==> config.mk <==
export PLATFORM = sky130hd
export DESIGN_NAME = uart_cmd_top
export DESIGN_NICKNAME = d
export VERILOG_FILES = /design/src/design/uart_cmd_pkg.sv /design/src/design/cmd_assembler.sv /design/src/design/reg_engine.sv /design/src/design/uart_cmd_top.sv /design/src/design/uart_rx.sv /design/src/design/uart_tx.sv
export SDC_FILE = /design/constraint.sdc
export NUM_CORES = 1
export LEC_CHECK = 0
export BUFFER_PORTS_ARGS = -buffer_cell sky130_fd_sc_hd__buf_2
export CAP_MARGIN = 10
export CORE_MARGIN = 5
export CORE_UTILIZATION = 35
export DETAILED_ROUTE_END_ITERATION = 16
export SLEW_MARGIN = 20
export SYNTH_ARGS = -nofsm -noshare
export SYNTH_HDL_FRONTEND = slang
export SYNTH_SLANG_ARGS = --single-unit
export TNS_END_PERCENT = 5
==> constraint.sdc <==
create_clock -name clk -period 10.3 [get_ports clk]
set_input_delay 2.06 -clock clk [delete_from_list [all_inputs] [get_ports clk]]
set_output_delay 2.06 -clock clk [all_outputs]
set_load 0.1 [all_outputs]
==> src/design/uart_cmd_pkg.sv <==
package uart_cmd_pkg;

  // Serial bit timing, kept short for simulation
  localparam int CLKS_PER_BIT = 16;
  localparam int CNT_W        = $clog2(CLKS_PER_BIT);  // Bit-timing counter width

  // Register bank
  localparam int NUM_REGS = 16;

  // Response byte for an opcode the engine does not know
  localparam logic [7:0] RESP_ERR = 8'hEE;

  // Opcodes carried in bits 7:4 of the first command byte
  typedef enum logic [3:0] {
    OP_READ  = 4'd1,  // One byte, returns register
    OP_WRITE = 4'd2,
    OP_ADD   = 4'd3,
    OP_XOR   = 4'd4
  } cmd_op_e;

  // Complete command as handed from the assembler to the engine
  typedef struct packed {
    cmd_op_e    op;
    logic [3:0] addr;
    logic [7:0] data;  // Operand, zero for one-byte commands
  } cmd_t;

  // True for opcodes that are followed by an operand byte
  function automatic logic op_has_data(cmd_op_e op);
    case (op)
      OP_WRITE,
      OP_ADD,
      OP_XOR:  return 1'b1;
      default: return 1'b0;  // Read and unknown opcodes
    endcase
  endfunction

endpackage

==> src/design/cmd_assembler.sv <==
`timescale 1ns/100ps

module cmd_assembler (
  input  logic               clk,
  input  logic               reset,
  input  logic [7:0]         rx_byte,
  input  logic               rx_req,
  output logic               rx_ack,
  output uart_cmd_pkg::cmd_t cmd,
  output logic               cmd_req,
  input  logic               cmd_ack
);

  import uart_cmd_pkg::*;

  typedef enum logic [2:0] {
    S_OP,       // Waiting for opcode byte
    S_DATA,     // Waiting for operand byte
    S_REL,      // Byte taken, waiting for req to drop
    S_ISSUE,
    S_CMD,      // Command presented
    S_CMD_REL
  } asm_state_e;

  asm_state_e state;
  cmd_op_e    byte_op;
  logic       need_data;
  logic       take_op;
  logic       take_data;

  assign byte_op   = cmd_op_e'(rx_byte[7:4]);
  assign take_op   = (state == S_OP) && rx_req;
  assign take_data = (state == S_DATA) && rx_req;

  // Command fields, stable while cmd_req is high
  always_ff @(posedge clk) begin
    if (take_op) begin
      cmd.op   <= byte_op;
      cmd.addr <= rx_byte[3:0];
      cmd.data <= '0;
    end
    if (take_data) begin
      cmd.data <= rx_byte;
    end
  end

  always_ff @(posedge clk) begin
    if (reset) begin
      state     <= S_OP;
      rx_ack    <= 1'b0;
      cmd_req   <= 1'b0;
      need_data <= 1'b0;
    end else begin
      case (state)
        S_OP: begin
          if (rx_req) begin
            rx_ack    <= 1'b1;
            need_data <= op_has_data(byte_op);
            state     <= S_REL;
          end
        end

        S_DATA: begin
          if (rx_req) begin
            rx_ack    <= 1'b1;
            need_data <= 1'b0;  // Operand is the last byte
            state     <= S_REL;
          end
        end

        S_REL: begin
          if (!rx_req) begin
            rx_ack <= 1'b0;
            state  <= need_data ? S_DATA : S_ISSUE;
          end
        end

        // Byte link fully released one cycle ago
        S_ISSUE: begin
          cmd_req <= 1'b1;
          state   <= S_CMD;
        end

        S_CMD: begin
          if (cmd_ack) begin
            cmd_req <= 1'b0;
            state   <= S_CMD_REL;
          end
        end

        S_CMD_REL: begin
          if (!cmd_ack) begin
            state <= S_OP;  // Ready for the next command
          end
        end

        default: state <= S_OP;
      endcase
    end
  end

endmodule

==> src/design/reg_engine.sv <==
`timescale 1ns/100ps

module reg_engine (
  input  logic               clk,
  input  logic               reset,
  input  uart_cmd_pkg::cmd_t cmd,
  input  logic               cmd_req,
  output logic               cmd_ack,
  output logic [7:0]         resp_byte,
  output logic               resp_req,
  input  logic               resp_ack
);

  import uart_cmd_pkg::*;

  typedef enum logic [1:0] {
    S_IDLE,
    S_ACK,   // Command taken, waiting for cmd_req to drop
    S_RESP,  // Response presented
    S_REL    // Waiting for resp_ack to drop
  } eng_state_e;

  eng_state_e state;
  logic [7:0] regs [NUM_REGS];
  logic [7:0] cur_val;
  logic [7:0] result;
  logic       wr_en;
  logic       exec;

  assign cur_val = regs[cmd.addr];

  // Only taken from idle, so the response link is always free here
  assign exec = (state == S_IDLE) && cmd_req;

  always_comb begin
    result = RESP_ERR;
    wr_en  = 1'b0;
    case (cmd.op)
      OP_READ: begin
        result = cur_val;
      end
      OP_WRITE: begin
        result = cmd.data;
        wr_en  = 1'b1;
      end
      OP_ADD: begin
        result = cur_val + cmd.data;  // Wraps modulo 256
        wr_en  = 1'b1;
      end
      OP_XOR: begin
        result = cur_val ^ cmd.data;
        wr_en  = 1'b1;
      end
      default: begin
        result = RESP_ERR;  // Unknown opcode, bank untouched
      end
    endcase
  end

  always_ff @(posedge clk) begin
    if (reset) begin
      for (int i = 0; i < NUM_REGS; i++) begin
        regs[i] <= '0;
      end
    end else if (exec && wr_en) begin
      regs[cmd.addr] <= result;
    end
  end

  always_ff @(posedge clk) begin
    if (exec) begin
      resp_byte <= result;  // Held until the next command
    end
  end

  always_ff @(posedge clk) begin
    if (reset) begin
      state    <= S_IDLE;
      cmd_ack  <= 1'b0;
      resp_req <= 1'b0;
    end else begin
      case (state)
        S_IDLE: begin
          if (cmd_req) begin
            cmd_ack <= 1'b1;
            state   <= S_ACK;
          end
        end
        S_ACK: begin
          if (!cmd_req) begin
            cmd_ack  <= 1'b0;
            resp_req <= 1'b1;
            state    <= S_RESP;
          end
        end
        S_RESP: begin
          if (resp_ack) begin
            resp_req <= 1'b0;
            state    <= S_REL;
          end
        end
        S_REL: begin
          if (!resp_ack) begin
            state <= S_IDLE;
          end
        end
        default: state <= S_IDLE;
      endcase
    end
  end

endmodule

==> src/design/uart_cmd_top.sv <==
`timescale 1ns/100ps

module uart_cmd_top (
  input  logic clk,
  input  logic reset,
  input  logic rx_serial,
  output logic tx_serial
);

  import uart_cmd_pkg::*;

  // Receiver to assembler
  logic [7:0] rx_byte;
  logic       rx_req;
  logic       rx_ack;

  // Assembler to register engine
  cmd_t       cmd;
  logic       cmd_req;
  logic       cmd_ack;

  // Register engine to transmitter
  logic [7:0] resp_byte;
  logic       resp_req;
  logic       resp_ack;

  uart_rx u_uart_rx (
    .clk     (clk),
    .reset   (reset),
    .serial  (rx_serial),
    .rx_byte (rx_byte),
    .rx_req  (rx_req),
    .rx_ack  (rx_ack)
  );

  cmd_assembler u_cmd_assembler (
    .clk     (clk),
    .reset   (reset),
    .rx_byte (rx_byte),
    .rx_req  (rx_req),
    .rx_ack  (rx_ack),
    .cmd     (cmd),
    .cmd_req (cmd_req),
    .cmd_ack (cmd_ack)
  );

  reg_engine u_reg_engine (
    .clk       (clk),
    .reset     (reset),
    .cmd       (cmd),
    .cmd_req   (cmd_req),
    .cmd_ack   (cmd_ack),
    .resp_byte (resp_byte),
    .resp_req  (resp_req),
    .resp_ack  (resp_ack)
  );

  // One response frame per command
  uart_tx u_uart_tx (
    .clk       (clk),
    .reset     (reset),
    .resp_byte (resp_byte),
    .resp_req  (resp_req),
    .resp_ack  (resp_ack),
    .serial    (tx_serial)
  );

endmodule

==> src/design/uart_rx.sv <==
`timescale 1ns/100ps

module uart_rx (
  input  logic       clk,
  input  logic       reset,
  input  logic       serial,
  output logic [7:0] rx_byte,
  output logic       rx_req,
  input  logic       rx_ack
);

  import uart_cmd_pkg::*;

  typedef enum logic [2:0] {
    S_IDLE,
    S_START,
    S_DATA,
    S_STOP,
    S_WAIT
  } rx_state_e;

  rx_state_e        state;
  logic             serial_meta;
  logic             serial_sync;
  logic [CNT_W-1:0] clk_cnt;
  logic [2:0]       bit_idx;
  logic [7:0]       rx_shift;
  logic             bit_end;
  logic             sample_data;
  logic             frame_ok;

  // Two-flop synchronizer, the line idles high
  always_ff @(posedge clk) begin
    if (reset) begin
      serial_meta <= 1'b1;
      serial_sync <= 1'b1;
    end else begin
      serial_meta <= serial;
      serial_sync <= serial_meta;
    end
  end

  assign bit_end     = (clk_cnt == CNT_W'(CLKS_PER_BIT - 1));
  assign sample_data = (state == S_DATA) && bit_end;

  // Good stop bit and a free link, otherwise the byte is lost
  assign frame_ok = (state == S_STOP) && bit_end && serial_sync && !rx_req && !rx_ack;

  // Data bits arrive LSB first
  always_ff @(posedge clk) begin
    if (sample_data) begin
      rx_shift <= {serial_sync, rx_shift[7:1]};
    end
    if (frame_ok) begin
      rx_byte <= rx_shift;
    end
  end

  always_ff @(posedge clk) begin
    if (reset) begin
      state   <= S_IDLE;
      clk_cnt <= '0;
      bit_idx <= '0;
      rx_req  <= 1'b0;
    end else begin
      if (rx_req && rx_ack) begin
        rx_req <= 1'b0;  // Sender side release
      end
      if (frame_ok) begin
        rx_req <= 1'b1;
      end

      case (state)
        S_IDLE: begin
          clk_cnt <= '0;
          bit_idx <= '0;
          if (!serial_sync) begin
            state <= S_START;  // Falling start edge
          end
        end

        // Still low at mid-bit, otherwise it was a glitch
        S_START: begin
          if (clk_cnt == CNT_W'((CLKS_PER_BIT - 1) / 2)) begin
            clk_cnt <= '0;
            state   <= serial_sync ? S_IDLE : S_DATA;
          end else begin
            clk_cnt <= clk_cnt + 1'b1;
          end
        end

        S_DATA: begin
          if (bit_end) begin
            clk_cnt <= '0;
            bit_idx <= bit_idx + 1'b1;
            if (bit_idx == 3'd7) begin
              state <= S_STOP;
            end
          end else begin
            clk_cnt <= clk_cnt + 1'b1;
          end
        end

        S_STOP: begin
          if (bit_end) begin
            clk_cnt <= '0;
            state   <= S_WAIT;
          end else begin
            clk_cnt <= clk_cnt + 1'b1;
          end
        end

        // Hold off until the line is high again, covers a low stop bit
        S_WAIT: begin
          if (serial_sync) begin
            state <= S_IDLE;
          end
        end

        default: state <= S_IDLE;
      endcase
    end
  end

endmodule

==> src/design/uart_tx.sv <==
`timescale 1ns/100ps

module uart_tx (
  input  logic       clk,
  input  logic       reset,
  input  logic [7:0] resp_byte,
  input  logic       resp_req,
  output logic       resp_ack,
  output logic       serial
);

  import uart_cmd_pkg::*;

  typedef enum logic [2:0] {
    S_IDLE,
    S_START,
    S_DATA,
    S_STOP,
    S_REL
  } tx_state_e;

  tx_state_e        state;
  logic [CNT_W-1:0] clk_cnt;
  logic [2:0]       bit_idx;
  logic [7:0]       tx_shift;
  logic             bit_end;
  logic             load;

  assign bit_end = (clk_cnt == CNT_W'(CLKS_PER_BIT - 1));
  assign load    = (state == S_IDLE) && resp_req && !resp_ack;

  // Bit 0 of the shifter is always the data bit on the line
  always_ff @(posedge clk) begin
    if (load) begin
      tx_shift <= resp_byte;
    end else if ((state == S_DATA) && bit_end) begin
      tx_shift <= tx_shift >> 1;
    end
  end

  always_ff @(posedge clk) begin
    if (reset) begin
      state    <= S_IDLE;
      clk_cnt  <= '0;
      bit_idx  <= '0;
      resp_ack <= 1'b0;
      serial   <= 1'b1;  // Idle line
    end else begin
      if (resp_ack && !resp_req) begin
        resp_ack <= 1'b0;
      end

      case (state)
        S_IDLE: begin
          clk_cnt <= '0;
          bit_idx <= '0;
          if (load) begin
            resp_ack <= 1'b1;
            serial   <= 1'b0;  // Start bit begins with the ack
            state    <= S_START;
          end
        end

        S_START: begin
          if (bit_end) begin
            clk_cnt <= '0;
            serial  <= tx_shift[0];
            state   <= S_DATA;
          end else begin
            clk_cnt <= clk_cnt + 1'b1;
          end
        end

        S_DATA: begin
          if (bit_end) begin
            clk_cnt <= '0;
            bit_idx <= bit_idx + 1'b1;
            if (bit_idx == 3'd7) begin
              serial <= 1'b1;  // Stop bit
              state  <= S_STOP;
            end else begin
              serial <= tx_shift[1];  // Next bit, shifter moves this edge
            end
          end else begin
            clk_cnt <= clk_cnt + 1'b1;
          end
        end

        S_STOP: begin
          if (bit_end) begin
            clk_cnt <= '0;
            state   <= S_REL;
          end else begin
            clk_cnt <= clk_cnt + 1'b1;
          end
        end

        // Frame done, take no byte until the link is released
        S_REL: begin
          if (!resp_ack) begin
            state <= S_IDLE;
          end
        end

        default: state <= S_IDLE;
      endcase
    end
  end

endmodule

==> results.toml <==
[critical_path]
setup.worst_path.class = "reg2reg"
critPathMaxFanout = 19
crit_family = "compound AO/OA/AOI/OAI gates"
max_stage_delay_ns = 0.76
ff2ff_path_depth = 9
timing.critical_path.buf_inv = 1
critPathArrivalTime_ns = 4.95
cpMaxStageDelayCell = "sky130_fd_sc_hd__or4b_1"
setup.worst_path.end_class = "register"
crit_path_cell_trace = "buf_4 -> mux4_2 -> mux4_2 -> ha_1 -> a211o_1 -> a21o_1 -> a2111oi_0 -> or4b_1 -> a31oi_1"
wp_depth = 9
critical-path-top-cell-by-count = "sky130_fd_sc_hd__mux4_2"
required_ns = 10.52
start_kind = "register"

[placed_design]
placement.setup.worst_slack_ns = 5.48
weighted_congestion_reported_at_the_end_of_routability_driven_placement = 0.868
detailed_place_hpwl_um = 14400
io_buffer_count = 3

[route]
initialDrtViolationCount = 640
detailedRoute.firstPassIterationCount = 5
met3_length_um = 1410
drcViolationCount = 0
ant_nets = 0
vias_after_detailed_routing = 6109
routed-wl-met2_um = 10500
finalWirelength_um = 22400
drt_met1_wl_um = 10100
post_drt_via_cell_ratio = 5.34
top_layer = "met4"
wl_cell_um = 19.6

[sta]
maxSlewViolCount = 0
final-hold-violation-count = 0
slew_at_the_pin_closest_to_its_max_slew_limit_ns = 1.04
finalClockSkew_ns = 0.00821
max_clock_freq_mhz = 211
min_period_over_period_pct = 46.0
min_period_ns = 4.74
rsz_0062_raised_after_global_routing = "false"
setup_viol = 0
setup-tns-final_ns = 0
max_slew_margin_pct = 30.7
final.setup.worst_slack_ns = 5.56

[logic_synthesis]
postSynthNetCount = 777
yosysTopAreaCell = "sky130_fd_sc_hd__edfxtp_1"
postSynthAreaPerCell_um2 = 13.1
synth_sequential_area_ratio_pct = 61.2
netlist_top_cells_area = "sky130_fd_sc_hd__edfxtp_1 53%, sky130_fd_sc_hd__mux4_2 9.1%, sky130_fd_sc_hd__dfxtp_1 7.9%, sky130_fd_sc_hd__nor2_1 4.2%, sky130_fd_sc_hd__a21oi_1 3.0%"
postSynthRegisterBits = 215
ys.warnings.count = 0
synth_largest_type_area_fraction_pct = 53.3
syn-cell-area_um2 = 9910
ys_types = 63
synth_ff_type = "sky130_fd_sc_hd__edfxtp_1"
syn-instance-count = 756
asr_flop_ratio_synth_pct = 0
synth_edf_count = 176

[layout]
num-nets-final = 771
filler_cell_count = 2651
multi_input_comb_area_um2 = 3610
ff_latch_area_um2 = 6070
area_growth_syn_to_layout_pct = 11.0
number_of_antenna_cells_inserted = 0
final_layout_size_suffix_gt1_share_pct = 16.7

[clocking]
post_cts_resized = 0
tritoncts.num_buffers = 23
path_clk_slew_ns = 0.06
cts_htree_levels = 1
cts_tree = "built"
worstSkewPairLatency_ns = 0.51
postCtsHoldBufs = 0
cts_setup_buffers = 0
clock-root-buffer = "sky130_fd_sc_hd__clkbuf_16"
clock_sink_count = 215
cts_buffer_depth = 3

[floorplanning]
floorplan.initialDensity_pct = 35.6
floorplan.die_area_um2 = 31800
io_pins = 4
floorplan.die.height_um = 178
floorplan.core_area_um2 = 27900
die_width_um = 178
core.rowCount = 61

[global_route]
grt_antenna_before_repair = 0
grt_usage_pct = 14.1
vias_in_the_first_global_route = 5984
global_route_wire_length_before_repair_um = 34900
largest_net_degree_at_the_start_of_global_routing = 56
grt-ovfl-total = 0

[power]
power.density_cell_area_nw_per_um2 = 171
power.ir.vdd_worst_uv = 136
power.total_mw = 1.87
total_leakage_power_nw = 3.85

[run]
max-cap-violations = 0

[worst_hold_path]
holdPathStages = 1
path_class_of_the_lowest_slack_min_delay_path = "reg2reg"

[run_status]
status = "finished clean"
## final timing paths
check	slack, ns	from	endpoint
hold reg to reg	0.41	u_uart_rx.serial_meta	u_uart_rx.serial_sync
hold / removal	0.41	u_uart_rx.serial_meta	u_uart_rx.serial_sync
setup / recovery	5.56	register	u_reg_engine.regs[15][7]
setup reg to reg	5.56	register	u_reg_engine.regs[15][7]
## Yosys cell counts, types with 14 or more instances
master                       n
sky130_fd_sc_hd__buf_2      15
sky130_fd_sc_hd__nand2_1    37
sky130_fd_sc_hd__edfxtp_1  176
sky130_fd_sc_hd__mux2_2     14
sky130_fd_sc_hd__ha_1       17
sky130_fd_sc_hd__clkbuf_1   24
sky130_fd_sc_hd__nor3_1     26
sky130_fd_sc_hd__nor2_1    110
sky130_fd_sc_hd__dfxtp_1    39
sky130_fd_sc_hd__nand2b_1   18
sky130_fd_sc_hd__a21oi_1    59
sky130_fd_sc_hd__mux4_2     40
## flip-flops by register name, summed over array words and instances, names as in the netlist, 2 cells and up, named ones only
register and count:
u_uart_tx.clk_cnt 4, u_cmd_assembler.state 3, u_uart_rx.bit_idx 3, u_reg_engine.regs 128, u_uart_tx.bit_idx 3, u_uart_rx.rx_shift 8
u_reg_engine.resp_byte 8, u_uart_tx.tx_shift 8, u_uart_tx.state 3, u_uart_rx.rx_byte 8, u_reg_engine.state 2, u_uart_rx.clk_cnt 4
u_cmd_assembler.cmd 16, u_uart_rx.state 3
## per-stage QoR
stage          instance area, um2  hold WS [ns]  std cells  util (%)
4_1_cts                     11000         0.421       1145      39.5
3_3_place_gp                10300         0.401       1103      36.9
5_1_grt                     11000         0.431       1145      39.5
2_1_floorplan                9910         0.389        756         -
3_5_place_dp                10300         0.407       1103      37.0
6_report                    11000         0.412       1145      39.5
## power breakdown
group / switching (mW) / total (mW) / internal (mW)
logic: 0.0684 / 0.115 / 0.0467
registers: 0.0147 / 0.988 / 0.973
clock network: 0.340 / 0.772 / 0.432
## final cells by class
cell class	instances	area share, %
Sequential cell	215	55.2
Multi-Input combinational cell	481	32.9
Clock buffer	29	5.71
Tap cell	378	4.30
Timing Repair Buffer	12	0.751
Clock inverter	13	0.626
Inverter	17	0.580
## cells in the final DEF (no fill, tap or decap), types with 9 or more instances in the layout
cell type	count
sky130_fd_sc_hd__and2_1	10
sky130_fd_sc_hd__mux4_2	40
sky130_fd_sc_hd__a21oi_1	59
sky130_fd_sc_hd__nor3_1	26
sky130_fd_sc_hd__a31oi_1	13
sky130_fd_sc_hd__o21ai_0	10
sky130_fd_sc_hd__edfxtp_1	176
sky130_fd_sc_hd__nand2_1	37
sky130_fd_sc_hd__buf_4	9
sky130_fd_sc_hd__nor3b_1	12
sky130_fd_sc_hd__inv_1	12
sky130_fd_sc_hd__mux2_2	14
sky130_fd_sc_hd__dfxtp_1	38
sky130_fd_sc_hd__nand2b_1	18
sky130_fd_sc_hd__ha_1	17
sky130_fd_sc_hd__clkbuf_16	23
sky130_fd_sc_hd__nor2_1	110
## kinds of logic (layout without fill, tap and decap cells)
group                    after synthesis  count (layout)  share of synthesized area [%]
adder cells (fa/ha/maj)               18              18                           2.35
AND/OR/NAND/NOR                      263             263                           13.0
multiplexers                          57              57                           11.0
AO/OA/AOI/OAI                        136             136                           9.24
buffers and inverters                 60              71                           2.58
XOR/XNOR                               7               7                          0.619
flip-flops                           215             215                           61.2
## per-layer routing
metal | vias up | track usage (%)
li1 | 2858 | -
met1 | 3046 | 19.9
met2 | 169 | 22.3
met3 | 36 | 3.31
met4 | 0 | 3.17
met5 | - | 0
Power figures use the tool's default switching activity.
